$ cat config.mk
export PLATFORM = sky130hd
export DESIGN_NAME = cacheDreTop
export DESIGN_NICKNAME = d
export VERILOG_FILES = /design/src/hdl/drePkg.sv /design/src/hdl/dreStageIf.sv /design/src/hdl/cacheDreTop.sv /design/src/hdl/dreCommitStage.sv /design/src/hdl/dreMergeStage.sv /design/src/hdl/dreRequestStage.sv /design/src/hdl/dualPortRam.sv
export SDC_FILE = /design/constraint.sdc
export NUM_CORES = 1
export LEC_CHECK = 0
export BUFFER_PORTS_ARGS = -buffer_cell sky130_fd_sc_hd__buf_2
export CORE_AREA = 4 4 384 386
export CTS_CLUSTER_SIZE = 14
export DETAILED_ROUTE_END_ITERATION = 16
export DIE_AREA = 0 0 388 390
export MAX_ROUTING_LAYER = met4
export PLACE_DENSITY_LB_ADDON = 0.15
export SLEW_MARGIN = 5
export SYNTH_ARGS = -nofsm -noshare
export SYNTH_HDL_FRONTEND = slang
export SYNTH_SLANG_ARGS = --single-unit
export TNS_END_PERCENT = 5
$ cat constraint.sdc
create_clock -name clk -period 5.8 [get_ports clk]
set_input_delay 0.29 -clock clk [delete_from_list [all_inputs] [get_ports clk]]
set_output_delay 0.29 -clock clk [all_outputs]
set_load 0.005 [all_outputs]
$ cat src/hdl/drePkg.sv
// byte-readable tracking types
package drePkg;

  // word address width.
  localparam int dreAddrWidth = 6;
  // row address, one row per word pair.
  localparam int dreLineWidth = dreAddrWidth - 1;
  // ways in the set.
  localparam int dreWays = 4;

  // word address, bit 0 picks the entry half.
  typedef logic [dreAddrWidth-1:0] dreAddrT;
  // row address into the ram.
  typedef logic [dreLineWidth-1:0] dreLineT;
  // way index.
  typedef logic [$clog2(dreWays)-1:0] dreWayT;
  // one readable bit per byte of a word.
  typedef logic [3:0] dreMaskT;
  // entry of one way, half 1 is the odd word.
  typedef dreMaskT [1:0] dreEntryT;

  // request opcodes.
  typedef enum logic [1:0] {
    opQuery,
    opStore,
    opRefill
  } dreOpE;

  // stage one payload.
  // mask feeds a store, data feeds a refill.
  typedef struct packed {
    dreMaskT  mask;
    dreEntryT data;
  } dreReqT;

endpackage

$ cat src/hdl/dreStageIf.sv
// pipeline stage link
`timescale 1ns/1ns

interface dreStageIf #(
  parameter type payloadT = drePkg::dreEntryT
) ();

  // register holds a live request.
  logic valid;
  // request opcode.
  drePkg::dreOpE op;
  // word address of the request.
  drePkg::dreAddrT addr;
  // addressed way.
  drePkg::dreWayT way;
  // stage specific payload.
  payloadT payload;

  // owning stage drives everything.
  modport producer (output valid, op, addr, way, payload);

  // next stage reads the request.
  modport consumer (input valid, op, addr, way, payload);

  // forwarding taps.
  modport monitor (input valid, op, addr, way, payload);

endinterface

$ cat src/hdl/cacheDreTop.sv
// byte-readable store top
`timescale 1ns/1ns

module cacheDreTop (
  input  logic              clk,
  input  logic              arstN,
  input  logic              reqValid,
  input  drePkg::dreOpE     reqOp,
  input  drePkg::dreAddrT   reqAddr,
  input  drePkg::dreWayT    reqWay,
  input  drePkg::dreMaskT   reqMask,
  input  drePkg::dreEntryT  reqData,
  output logic              rspValid,
  output drePkg::dreMaskT   rspRe,
  output drePkg::dreEntryT  rspAll
);

  // ram read side.
  drePkg::dreLineT                  ramReadAddress;
  logic [drePkg::dreWays*8-1:0]     ramReadData;
  // ram write side.
  drePkg::dreLineT                  ramWriteAddress;
  logic [drePkg::dreWays*8-1:0]     ramWriteData;
  logic [drePkg::dreWays-1:0]       ramWriteByteEnable;
  logic                             ramWriteEnable;

  // stage links.
  dreStageIf #(.payloadT(drePkg::dreReqT))   s1If ();
  dreStageIf #(.payloadT(drePkg::dreEntryT)) s2If ();
  dreStageIf #(.payloadT(drePkg::dreEntryT)) lwIf ();

  dreRequestStage reqStage (
    .clk(clk), .arstN(arstN),
    .reqValid(reqValid), .reqOp(reqOp), .reqAddr(reqAddr),
    .reqWay(reqWay), .reqMask(reqMask), .reqData(reqData),
    .ramReadAddress(ramReadAddress), .s1(s1If)
  );

  // s2 also tapped as the newest forwarding source.
  dreMergeStage mergeStage (
    .clk(clk), .arstN(arstN), .ramReadData(ramReadData),
    .s1(s1If), .s2(s2If), .s2Mon(s2If), .lw(lwIf)
  );

  dreCommitStage commitStage (
    .clk(clk), .arstN(arstN), .s2(s2If), .lw(lwIf),
    .ramWriteAddress(ramWriteAddress), .ramWriteData(ramWriteData),
    .ramWriteByteEnable(ramWriteByteEnable), .ramWriteEnable(ramWriteEnable),
    .rspValid(rspValid), .rspRe(rspRe), .rspAll(rspAll)
  );

  // one byte lane per way, one row per word pair.
  dualPortRam #(.wordBytes(drePkg::dreWays), .depth(2**drePkg::dreLineWidth)) rowRam (
    .clk(clk),
    .readAddress(ramReadAddress), .readData(ramReadData),
    .writeAddress(ramWriteAddress), .writeData(ramWriteData),
    .writeEnable(ramWriteEnable), .writeByteEnable(ramWriteByteEnable)
  );

endmodule

$ cat src/hdl/dreCommitStage.sv
// write back and response stage
`timescale 1ns/1ns

module dreCommitStage (
  input  logic                                      clk,
  input  logic                                      arstN,
  dreStageIf.consumer                               s2,
  dreStageIf.producer                               lw,
  output drePkg::dreLineT                           ramWriteAddress,
  output logic [drePkg::dreWays*8-1:0]              ramWriteData,
  output logic [drePkg::dreWays-1:0]                ramWriteByteEnable,
  output logic                                      ramWriteEnable,
  output logic                                      rspValid,
  output drePkg::dreMaskT                           rspRe,
  output drePkg::dreEntryT                          rspAll
);

  // store or refill in stage two.
  logic isWrite;
  // query in stage two.
  logic isQuery;

  assign isWrite = s2.valid && (s2.op != drePkg::opQuery);
  assign isQuery = s2.valid && (s2.op == drePkg::opQuery);

  // write port driven straight from stage two.
  // the ram takes it on the next edge.
  assign ramWriteEnable     = isWrite;
  assign ramWriteAddress    = s2.addr[drePkg::dreAddrWidth-1:1];
  // entry copied to every lane and the way picks one.
  assign ramWriteData       = {drePkg::dreWays{s2.payload}};
  assign ramWriteByteEnable = {{(drePkg::dreWays-1){1'b0}}, 1'b1} << s2.way;

  // control flags.
  always_ff @(posedge clk or negedge arstN) begin
    if (!arstN) begin
      lw.valid <= 1'b0;
      rspValid <= 1'b0;
    end else begin
      lw.valid <= isWrite;
      rspValid <= isQuery;
    end
  end

  // last write record lives one cycle past the ram write.
  always_ff @(posedge clk) begin
    if (isWrite) begin
      lw.op      <= s2.op;
      lw.addr    <= s2.addr;
      lw.way     <= s2.way;
      lw.payload <= s2.payload;
    end
  end

  // query response.
  // half picked by word address bit 0.
  always_ff @(posedge clk) begin
    if (isQuery) begin
      rspAll <= s2.payload;
      rspRe  <= s2.payload[s2.addr[0]];
    end
  end

  // exactly one way per write.
  wayOneHot: assert property (
    @(posedge clk) disable iff (!arstN)
    ramWriteEnable |-> $onehot(ramWriteByteEnable)
  );

endmodule

$ cat src/hdl/dreMergeStage.sv
// entry select and merge stage
`timescale 1ns/1ns

module dreMergeStage (
  input  logic                                      clk,
  input  logic                                      arstN,
  input  drePkg::dreEntryT [drePkg::dreWays-1:0]    ramReadData,
  dreStageIf.consumer                               s1,
  dreStageIf.producer                               s2,
  dreStageIf.monitor                                s2Mon,
  dreStageIf.monitor                                lw
);

  // row of the stage one request.
  drePkg::dreLineT  rowS1;
  // forwarding hits.
  logic             hitS2;
  logic             hitLw;
  // entry before and after the operation.
  drePkg::dreEntryT curEntry;
  drePkg::dreEntryT newEntry;

  assign rowS1 = s1.addr[drePkg::dreAddrWidth-1:1];

  // stage two is newest, but only a write changes the entry.
  assign hitS2 = s2Mon.valid && (s2Mon.op != drePkg::opQuery) &&
                 (s2Mon.addr[drePkg::dreAddrWidth-1:1] == rowS1) &&
                 (s2Mon.way == s1.way);

  // write committed on the last edge, ram read missed it.
  assign hitLw = lw.valid &&
                 (lw.addr[drePkg::dreAddrWidth-1:1] == rowS1) &&
                 (lw.way == s1.way);

  // priority stage two, then last write, then ram.
  always_comb begin
    if (hitS2) begin
      curEntry = s2Mon.payload;
    end else if (hitLw) begin
      curEntry = lw.payload;
    end else begin
      curEntry = ramReadData[s1.way];
    end
  end

  // apply the operation.
  always_comb begin
    newEntry = curEntry;
    case (s1.op)
      drePkg::opRefill: newEntry = s1.payload.data;
      // or the mask into the addressed half only.
      drePkg::opStore: newEntry[s1.addr[0]] = curEntry[s1.addr[0]] | s1.payload.mask;
      default: newEntry = curEntry;
    endcase
  end

  // stage two valid.
  always_ff @(posedge clk or negedge arstN) begin
    if (!arstN) begin
      s2.valid <= 1'b0;
    end else begin
      s2.valid <= s1.valid;
    end
  end

  // stage two fields and merged entry.
  always_ff @(posedge clk) begin
    if (s1.valid) begin
      s2.op      <= s1.op;
      s2.addr    <= s1.addr;
      s2.way     <= s1.way;
      s2.payload <= newEntry;
    end
  end

  // an empty store mask would be a wasted write.
  storeMaskSet: assert property (
    @(posedge clk) disable iff (!arstN)
    (s1.valid && (s1.op == drePkg::opStore)) |-> (s1.payload.mask != '0)
  );

endmodule

$ cat src/hdl/dreRequestStage.sv
// request capture stage
`timescale 1ns/1ns

module dreRequestStage (
  input  logic              clk,
  input  logic              arstN,
  input  logic              reqValid,
  input  drePkg::dreOpE     reqOp,
  input  drePkg::dreAddrT   reqAddr,
  input  drePkg::dreWayT    reqWay,
  input  drePkg::dreMaskT   reqMask,
  input  drePkg::dreEntryT  reqData,
  output drePkg::dreLineT   ramReadAddress,
  dreStageIf.producer       s1
);

  // row read launches on the same edge the request is taken.
  // ram data then lines up with stage one.
  assign ramReadAddress = reqAddr[drePkg::dreAddrWidth-1:1];

  // stage one valid.
  always_ff @(posedge clk or negedge arstN) begin
    if (!arstN) begin
      s1.valid <= 1'b0;
    end else begin
      s1.valid <= reqValid;
    end
  end

  // request fields.
  // held while idle.
  always_ff @(posedge clk) begin
    if (reqValid) begin
      s1.op   <= reqOp;
      s1.addr <= reqAddr;
      s1.way  <= reqWay;
    end
  end

  // payload.
  // mask only matters for a store, data only for a refill.
  always_ff @(posedge clk) begin
    if (reqValid) begin
      s1.payload.mask <= reqMask;
      s1.payload.data <= reqData;
    end
  end

  // opcode must be known on a live request.
  reqOpKnown: assert property (
    @(posedge clk) disable iff (!arstN)
    reqValid |-> !$isunknown(reqOp)
  );

endmodule

$ cat src/hdl/dualPortRam.sv
// byte-enabled dual port ram
`timescale 1ns/1ns

module dualPortRam #(
  parameter int wordBytes = 4,
  parameter int depth = 32
) (
  input  logic                         clk,
  input  logic [$clog2(depth)-1:0]     readAddress,
  output logic [8*wordBytes-1:0]       readData,
  input  logic [$clog2(depth)-1:0]     writeAddress,
  input  logic [8*wordBytes-1:0]       writeData,
  input  logic                         writeEnable,
  input  logic [wordBytes-1:0]         writeByteEnable
);

  // storage, contents undefined until written.
  logic [8*wordBytes-1:0] mem [depth];

  // byte lane writes.
  always_ff @(posedge clk) begin
    if (writeEnable) begin
      for (int b = 0; b < wordBytes; b++) begin
        // only enabled lanes change.
        if (writeByteEnable[b]) begin
          mem[writeAddress][8*b +: 8] <= writeData[8*b +: 8];
        end
      end
    end
  end

  // registered read.
  // same row written this edge returns old data.
  always_ff @(posedge clk) begin
    readData <= mem[readAddress];
  end

  // a write must touch at least one lane.
  writeHasLane: assert property (
    @(posedge clk) writeEnable |-> (writeByteEnable != '0)
  );

endmodule

==> results.md, run 1 <==
- Pre-antenna DRT Iters: 5
- Share of cells above drive strength 1: 0.296
- Syn. warnings: 0
- Req. time, crit path: 6140 ps
- CTS clk-pin slew, worst paths: 60 ps
- Routed Antenna Nets: 0
- Syn avg cell area: 23.2 µm²
- Max IR drop VDD: 0.274 mV
- Max Fclk: 301 MHz
- Status: finished, final reports clean
- Fin. max-slew vios: 0
- Synthesis-to-finish area growth: 15.2%
- Worst path slowest cell: nand3b_1
- PwrDens: 362 nW/µm²
- EDFF count, synth: 1091
- Worst slew pin tran: 1280 ps
- I/O pin count: 38
- Clk_lat worst skew: 710 ps
- Crit path DAT: 3670 ps
- Kind of critical path: reg2reg
- Cell Area, Synth: 43100 µm²
- Vias in the first global route: 20.1k
- Hold Path Class: in2reg
- Initial antenna violation count: 6
- CTS max path bufs: 3
- Root Driver: clkbuf_16
- Hold depth: 1
- TritonCTS clock tree: done
- Sink Count: 1127
- CTS H-tree depth: 3
- Synth Register Bits: 1127
- TNS Setup: 0 ps
- Max-cap violation count: 0
- Core area: 143000 µm²
- Async S/R FF share, synth: 0.00355
- R2R depth: 5
- Setup Buffers After CTS: 0
- CTS resizes: 0
- Crit start category: flip-flop
- CP max FO: 20
- Chip Height: 390 µm
- Via/cell ratio: 4.84
- Cells after Synth: 1859
- Chip Width: 388 µm
- DRT iter0 DRCs: 1779
- Hold slack: 156 ps
- Final min period: 3330 ps
- Total global routing overflow: 0
- DIE AREA: 151000 µm²
- PortBufs: 37
- Worst Skew: 15.5 ps
- Multi-input gate area: 9080 µm²
- Tot GR Track Use: 0.149
- Syn Nets: 1886
- Via count: 19.3k
- Sequential area share after synthesis: 0.778
- Count of final hold-check violations: 0
- Layout net count: 2010
- Fillcell total: 13.2k
- Total CTS buffers: 117
- Final setup viols: 0
- DPL Wire Length: 67.2 mm
- Global-route wire length before repair: 157 mm
- Final wirelength: 110 mm
- Reg area: 33500 µm²
- Gp weighted congestion: 0.768
- Hold buffers post-CTS: 20
- P_leak: 15.2 nW
- Synth cell types: 32
- Crit share post-route: 0.573
- CP max stage delay: 620 ps
- Pin count of the biggest net entering global routing: 101
- Setup crit end kind: flip-flop
- RSZ-0062 raised after global routing: no
- Remaining DRCs: 0
- Ys flop type: edfxtp_1
- Initial core utilization: 0.300
- # rows: 139
- Max_slew headroom: 0.146
- Drt wl/cell: 27.6 µm
- Critical-path cell list: o21ai_0, inv_1, nand3b_1, buf_4, nor2_1
[layout by cell type, fill, tap and decap left out, types with 23 or more instances in the layout]
| cell type | synthesis | layout |
|---|---|---|
| buf_2 | 3 | 33 |
| dfxtp_1 | 32 | 32 |
| nor2_1 | 133 | 132 |
| mux4_2 | 328 | 328 |
| clkbuf_16 | 0 | 121 |
| clkinv_2 | 0 | 24 |
| nand2_1 | 55 | 55 |
| buf_4 | 20 | 43 |
| edfxtp_1 | 1091 | 1091 |
| clkbuf_1 | 49 | 23 |
| clkinv_1 | 0 | 31 |
| mux2_2 | 36 | 36 |
| a21oi_1 | 24 | 24 |
[flip-flops by register name (all words and copies together), names as in the netlist, 6 cells and up]
register / flops
commitStage.rspAll: 8
reqStage.s1.payload: 12
commitStage.lw.payload: 8
rowRam.mem: 1024
reqStage.s1.addr: 6
rowRam.readData: 32
mergeStage.s2.addr: 6
mergeStage.s2.payload: 8
[where the power goes]
group	total [W]	switching (W)	leakage [nW]	internal, W
registers	0.00937	0.0000996	10.2	0.00927
clock network	0.00751	0.00312	1.89	0.00439
logic	0.00110	0.000740	3.07	0.000358
[cell families after synthesis]
kind of cell    synth area share
simple gates              0.0201
compound gates           0.00430
fa+ha+maj               0.000581
xor+xnor                 0.00285
flops                      0.778
mux                        0.183
buf+inv                   0.0118
[through the flow]
stage	power [W]	utilization	instance area, µm²	setup slack (ps)	cells
floorplan	0.0102	-	43100	3440	1859
global placement	0.0106	0.318	45600	2520	3747
detailed placement	0.0107	0.318	45600	2460	3747
CTS	0.0182	0.346	49600	2460	3987
global route	0.0187	0.346	49600	2280	3988
finish	0.0180	0.346	49600	2470	3988
[worst max-delay path, delay by kind of cell (launching register included)]
family | cells | cell delay, ps
and+or+nand+nor | 2 | 1230
buffers and inverters | 2 | 1020
DFF | 1 | 410
AOI/OAI and AO/OA | 1 | 250
[final cells by class]
class / instances / share of cell area
tap: 1903 / 0.0480
antenna: 1 / 0.0000504
clock buffer: 149 / 0.0642
timing repair buffer: 103 / 0.0165
inverter: 3 / 0.000227
multi-input combinational: 631 / 0.183
sequential: 1127 / 0.675
clock inverter: 71 / 0.0130
[routing by layer]
layer  part of all wire  global-route usage  up-vias  wire length (µm)
li1                   -                   -     8067                 -
met1               0.45               0.208    10500             49600
met4              0.023              0.0371        0              2560
met2               0.47               0.230      539             52200
met5                  0                   -        -                 0
met3              0.054              0.0258      130              5910
[Yosys cell counts, drive strengths merged (3+ instances only)]
master  number  share of area
clkbuf      49         0.0043
o31ai        8         0.0014
xor2         7         0.0014
a21oi       24         0.0028
dfxtp       32          0.015
mux4       328           0.17
nand2b       4        0.00058
inv          3        0.00026
edfxtp    1091           0.76
mux2        36         0.0094
nand2       55         0.0048
xnor2        7         0.0014
buf         49         0.0073
nor3b        4        0.00070
dfrtp        4         0.0023
nor2       133          0.012
mux2i        8         0.0019
[path summary, 6_finish.rpt]
path	from	to	slack, ps
min in group asynchronous	arstN	commitStage.lw.valid	590
worst min-delay path	reqAddr[4]	reqStage.s1.addr[4]	160
max in group asynchronous	arstN	commitStage.rspValid	4950
worst max-delay path	mergeStage.s2.op[1]	rowRam.mem[24][8]	2470
worst min register to register	reqStage.s1.addr[5]	mergeStage.s2.addr[5]	540
worst max register to register	mergeStage.s2.op[1]	rowRam.mem[24][8]	2470
No activity file was read; power rests on OpenSTA's default activity.
==> run 2, diff against run 1 <==
--- a/config.mk
+++ b/config.mk
@@ -5,11 +5,12 @@
 export SDC_FILE = /design/constraint.sdc
 export NUM_CORES = 1
 export LEC_CHECK = 0
+export ABC_AREA = 1
 export BUFFER_PORTS_ARGS = -buffer_cell sky130_fd_sc_hd__buf_2
-export CORE_AREA = 4 4 384 386
+export CORE_AREA = 4 4 396 398
 export CTS_CLUSTER_SIZE = 14
 export DETAILED_ROUTE_END_ITERATION = 16
-export DIE_AREA = 0 0 388 390
+export DIE_AREA = 0 0 400 402
 export MAX_ROUTING_LAYER = met4
 export PLACE_DENSITY_LB_ADDON = 0.15
 export SLEW_MARGIN = 5
==> constraint.sdc (replaced) <==
create_clock -name clk -period 3.45 [get_ports clk]
set_input_delay 0.1725 -clock clk [delete_from_list [all_inputs] [get_ports clk]]
set_output_delay 0.1725 -clock clk [all_outputs]
set_load 0.005 [all_outputs]
==> results.md, run 2 <==
- Area of placed instances: 48700 µm²
- Kind of critical path: reg2reg
- Crit path DAT: 3150 ps
- Total global routing overflow: 0
- Syn. warnings: 0
- P_leak: 18.9 nW
- Cell area after layout: 53000 µm²
- Critical-path cell list: nor2_1, nand2_1, nor2_1
- PnR worst setup slack: 698 ps
- Sequential area share after synthesis: 0.734
- Commonest non-fill, non-tap cell in the layout: nand2_1
- TritonCTS clock tree: done
- Status: finished, final reports clean
- CP max FO: 8
- Max-cap violation count: 0
- Count of final hold-check violations: 0
- Root Driver: clkbuf_16
- Syn Nets: 3908
- EDFF count, synth: 1091
- Hold depth: 2
- Crit share post-route: 0.798
- Reg area: 33500 µm²
- # rows: 144
- CTS max path bufs: 3
- Synth cell types: 25
- Synth area leader: edfxtp_1
- Routed Antenna Nets: 0
- Synthesis-to-finish area growth: 16.2%
- Multi-input gate area: 10600 µm²
- CTS clk-pin slew, worst paths: 60 ps
- CP most frequent cell: nor2_1
- DPL Wire Length: 84.1 mm
- Max IR drop VDD: 0.293 mV
- Clk_lat worst skew: 770 ps
- Chip Width: 400 µm
- Initial antenna violation count: 2
- Total power: 0.0317 W
- Max_slew headroom: 0.172
- Via/cell ratio: 4.79
- Worst path slowest cell: nor2_1
- RSZ-0062 raised after global routing: no
- CTS resizes: 0
- CTS H-tree depth: 4
- Pin count of the biggest net entering global routing: 130
- Initial core utilization: 0.298
- I/O pin count: 38
- Metal3 WL: 6.95 mm
- Sink Count: 1127
- Final wirelength: 143 mm
- Setup Buffers After CTS: 0
- Internal reg-to-reg setup slack: 700 ps
- Pre-CTS WS: 692 ps
- Max Fclk: 363 MHz
- Global-route wire length before repair: 208 mm
- R2R depth: 3
- Req. time, crit path: 3850 ps
- Final min period: 2750 ps
- Hold Path Class: in2reg
- Met1 wire length: 66.3 mm
- Async S/R FF share, synth: 0.00355
- PortBufs: 37
- Crit start category: flip-flop
- Layout net count: 4027
- Drt wl/cell: 23.2 µm
- TNS Setup: 0 ps
- Most flop-heavy register: rowRam.mem
- Worst Skew: 25.2 ps
- DR WL met2: 66.4 mm
- PwrDens: 598 nW/µm²
- Synth Register Bits: 1127
- Setup crit end kind: flip-flop
- Commonest non-fill, non-tap cells in the layout: nand2_1, edfxtp_1, nand3_1, a21oi_1, nor2_1
- Ranking of synthesized cells by area: edfxtp_1, nand2_1, nand3_1
- Largest regs: rowRam.mem: 1024 flops, rowRam.readData: 32 flops, reqStage.s1.payload: 12 flops
- Top-area cell type share of the netlist area: 0.718
- Share of cells above drive strength 1: 0.0955
- Remaining DRCs: 0
- Final setup viols: 0
- Core area: 153000 µm²
- DRT iter0 DRCs: 2619
- Total CTS buffers: 131
- Worst slew pin tran: 1240 ps
- Most common cell in the netlist: nand2_1
- Syn avg cell area: 11.8 µm²
- Cells after Synth: 3881
- Number of diodes: 0
- DR top layer: met4
- Fillcell total: 15.2k
- Tot GR Track Use: 0.181
- Cell Area, Synth: 45600 µm²
- Synth cell count leaders: nand2_1, edfxtp_1, nand3_1
- CP max stage delay: 750 ps
- DIE AREA: 161000 µm²
- Via count: 29.4k
- Vias in the first global route: 29.1k
- Max FFs per register: 1024
- Ys flop type: edfxtp_1
- Fin. max-slew vios: 0
- Chip Height: 402 µm
- Gp weighted congestion: 0.814
- Pre-antenna DRT Iters: 7
==> run 2: critical path, delay by kind of cell (launching register included) <==
family	cells	cell delay [ps]
flip-flops	1	480
AND/OR/NAND/NOR	3	1890
==> run 2: power by group <==
group,internal [W],switching (W),leakage [nW]
combinational,0.000569,0.00196,6.70
clock,0.00787,0.00562,2.03
sequential,0.0156,0.000153,10.2
==> run 2: final cells by class <==
type	instances	area share
flip-flops and latches	1127	0.632
clock inverters	64	0.0104
inverters	60	0.00479
clock buffers	174	0.0678
well taps	2044	0.0482
multi-input cells	2459	0.199
repair buffers	221	0.0379
==> run 2: metal layers <==
layer | global-route usage | up-vias
met4 | 0.0476 | 0
met1 | 0.252 | 14700
met3 | 0.0265 | 172
li1 | - | 13800
met5 | - | -
met2 | 0.278 | 704
==> run 2: final timing paths <==
kind                                       startpoint               endpoint
worst max-delay path            mergeStage.s2.addr[1]     rowRam.mem[14][15]
worst min register to register    reqStage.s1.addr[4]  mergeStage.s2.addr[4]
min in group asynchronous                       arstN      reqStage.s1.valid
worst max register to register  mergeStage.s2.addr[1]     rowRam.mem[14][15]
worst min-delay path                       reqAddr[3]    reqStage.s1.addr[3]
max in group asynchronous                       arstN   commitStage.rspValid
==> run 2: logic make-up after synthesis <==
group	synth area share
and+or+nand+nor	0.201
DFF	0.734
buffers and inverters	0.0342
AOI/OAI and AO/OA	0.0276
xor gates and xnor gates	0.000960
muxes	0.000987
adders and majority gates	0.000548
==> run 2: through the flow <==
stage	util	cells	hold slack (ps)
3_5_place_dp	0.317	5889	-11.2
5_1_grt	0.346	6149	61.5
2_1_floorplan	-	3881	-123
3_3_place_gp	0.317	5889	-11.3
4_1_cts	0.346	6149	24.4
6_report	0.346	6149	75.5
==> run 2: timing repair <==
item	4_1_cts	5_1_grt
hold buffers	22	0
endpoints found under the hold margin	29	0
endpoints found under the setup margin	0	0
==> run 3, diff against run 2 <==
--- a/config.mk
+++ b/config.mk
@@ -5,12 +5,12 @@
 export SDC_FILE = /design/constraint.sdc
 export NUM_CORES = 1
 export LEC_CHECK = 0
-export ABC_AREA = 1
+export ABC_AREA = 0
 export BUFFER_PORTS_ARGS = -buffer_cell sky130_fd_sc_hd__buf_2
-export CORE_AREA = 4 4 396 398
+export CORE_AREA = 4 4 384 386
 export CTS_CLUSTER_SIZE = 14
 export DETAILED_ROUTE_END_ITERATION = 16
-export DIE_AREA = 0 0 400 402
+export DIE_AREA = 0 0 388 390
 export MAX_ROUTING_LAYER = met4
 export PLACE_DENSITY_LB_ADDON = 0.15
 export SLEW_MARGIN = 5
==> constraint.sdc (replaced) <==
create_clock -name clk -period 2.55 [get_ports clk]
set_input_delay 0.1275 -clock clk [delete_from_list [all_inputs] [get_ports clk]]
set_output_delay 0.1275 -clock clk [all_outputs]
set_load 0.005 [all_outputs]
==> results.md, run 3 (synthesis results as in run 1) <==
- Reg area: 33500 µm²
- Vias in the first global route: 20.9k
- Total CTS buffers: 121
- Max FFs per register: 1024
- Kind of critical path: reg2reg
- Global-route wire length before repair: 159 mm
- Fillcell total: 13.1k
- PwrDens: 818 nW/µm²
- Worst slew pin tran: 1120 ps
- Setup crit end kind: flip-flop
- Gp weighted congestion: 0.765
- CTS max path bufs: 3
- Crit share post-route: 0.966
- Hold Path Class: in2reg
- Max IR drop VDD: 0.588 mV
- Drt wl/cell: 26.9 µm
- Total global routing overflow: 0
- Final wirelength: 111 mm
- Count of final hold-check violations: 0
- TritonCTS clock tree: done
- PortBufs: 37
- Max_slew headroom: 0.251
- Chip Width: 388 µm
- Pin count of the biggest net entering global routing: 130
- Crit start category: flip-flop
- CTS clk-pin slew, worst paths: 60 ps
- Synthesis-to-finish area growth: 19.3%
- I/O pin count: 38
- Routed Antenna Nets: 0
- CP max stage delay: 810 ps
- Commonest non-fill, non-tap cells in the layout: edfxtp_1, mux4_2, buf_4, clkbuf_16, nor2_1
- Tot GR Track Use: 0.151
- Via count: 19.8k
- Most flop-heavy register: rowRam.mem
- DIE AREA: 151000 µm²
- Root Driver: clkbuf_16
- Total power: 0.0420 W
- CTS H-tree depth: 3
- Remaining DRCs: 0
- Req. time, crit path: 2890 ps
- Commonest non-fill, non-tap cell in the layout: edfxtp_1
- Chip Height: 390 µm
- Via/cell ratio: 4.79
- DPL Wire Length: 73.1 mm
- Max Fclk: 406 MHz
- Core area: 143000 µm²
- Pre-antenna DRT Iters: 5
- # rows: 139
- Largest regs: rowRam.mem: 1024 flops, rowRam.readData: 32 flops, reqStage.s1.payload: 12 flops
- Hold slack: 113 ps
- CP max FO: 8
- Final setup viols: 0
- Critical-path cell list: and2_1, nand2_1, nor2_1
- Final min period: 2460 ps
- Share of cells above drive strength 1: 0.356
- Initial core utilization: 0.300
- Worst Skew: 30.3 ps
- Max-cap violation count: 0
- Status: finished, final reports clean
- Multi-input gate area: 9170 µm²
- Clk_lat worst skew: 740 ps
- DRT iter0 DRCs: 1879
- Sink Count: 1127
- Worst path slowest cell: nor2_1
- Crit path DAT: 2800 ps
- P_leak: 16.0 nW
- Fin. max-slew vios: 0
- RSZ-0062 raised after global routing: yes
- Initial antenna violation count: 8
- Layout net count: 2141
[run 3: cell types whose count changed in the layout (fill, tap and decap cells not counted), sizes merged, moves of 10 or more]
cell	before	now
o31ai	32	8
nand3	684	1
mux2	4	36
nand2	1345	55
inv	66	6
mux4	0	328
clkbuf	174	159
bufinv	7	17
nor2	174	133
a21oi	200	24
[run 3: worst paths after layout]
check / slack, ps / endpoint / cells past startpoint / startpoint
setup reg to reg: 90 / rowRam.mem[15][10] / 3 / mergeStage.s2.addr[1]
min in group asynchronous: 380 / reqStage.s1.valid / 3 / arstN
max in group asynchronous: 1930 / commitStage.rspValid / 3 / arstN
hold / removal: 110 / reqStage.s1.addr[4] / 2 / reqAddr[4]
hold reg to reg: 520 / mergeStage.s2.op[0] / 0 / reqStage.s1.op[0]
setup / recovery: 90 / rowRam.mem[15][10] / 3 / mergeStage.s2.addr[1]
[run 3: metrics by stage]
| stage | utilization | cells | worst slack (ps) | area, µm² | TNS [ps] |
|---|---|---|---|---|---|
| after floorplan | - | 1859 | 193 | 43100 | 0 |
| after global placement | 0.327 | 3870 | -251 | 47000 | -6230 |
| after detailed placement | 0.327 | 3870 | -259 | 47000 | -6610 |
| after CTS | 0.358 | 4122 | 8.23 | 51300 | 0 |
| after global routing | 0.358 | 4123 | -29.8 | 51400 | -541 |
| final | 0.358 | 4124 | 87.3 | 51400 | 0 |
[run 3: critical path, delay by kind of cell (launching register included)]
family | cells | cell delay, ps
DFF | 1 | 490
and+or+nand+nor | 3 | 1570
[run 3: power by group]
part	internal [W]	switching, W	leakage [nW]	total (W)
combinational	0.00106	0.00177	3.84	0.00283
sequential	0.0211	0.000228	10.2	0.0213
clock	0.0107	0.00718	2.00	0.0179
total	0.0329	0.00918	16.0	0.0420
[run 3: layout make-up]
class,instances,share of cell area
Sequential cell,1127,0.652
Multi-Input combinational cell,631,0.178
Clock buffer,159,0.0636
Tap cell,1903,0.0463
Timing Repair Buffer,230,0.0437
Clock inverter,69,0.0160
Inverter,3,0.000219
Antenna cell,2,0.0000973
[run 3: timing repair]
action,4_1_cts,5_1_grt
endpoints found under the setup margin,72,196
resized for setup,10,26
setup buffers,0,0
hold endpoints to repair,78,0
hold buffers,24,0
[run 3: per-layer routing]
layer,GRT usage,share of wire,vias to the layer above
met1,0.204,0.44,10800
met4,0.0352,0.023,0
li1,-,-,8344
met2,0.240,0.49,480
met3,0.0272,0.046,159
met5,-,0,-
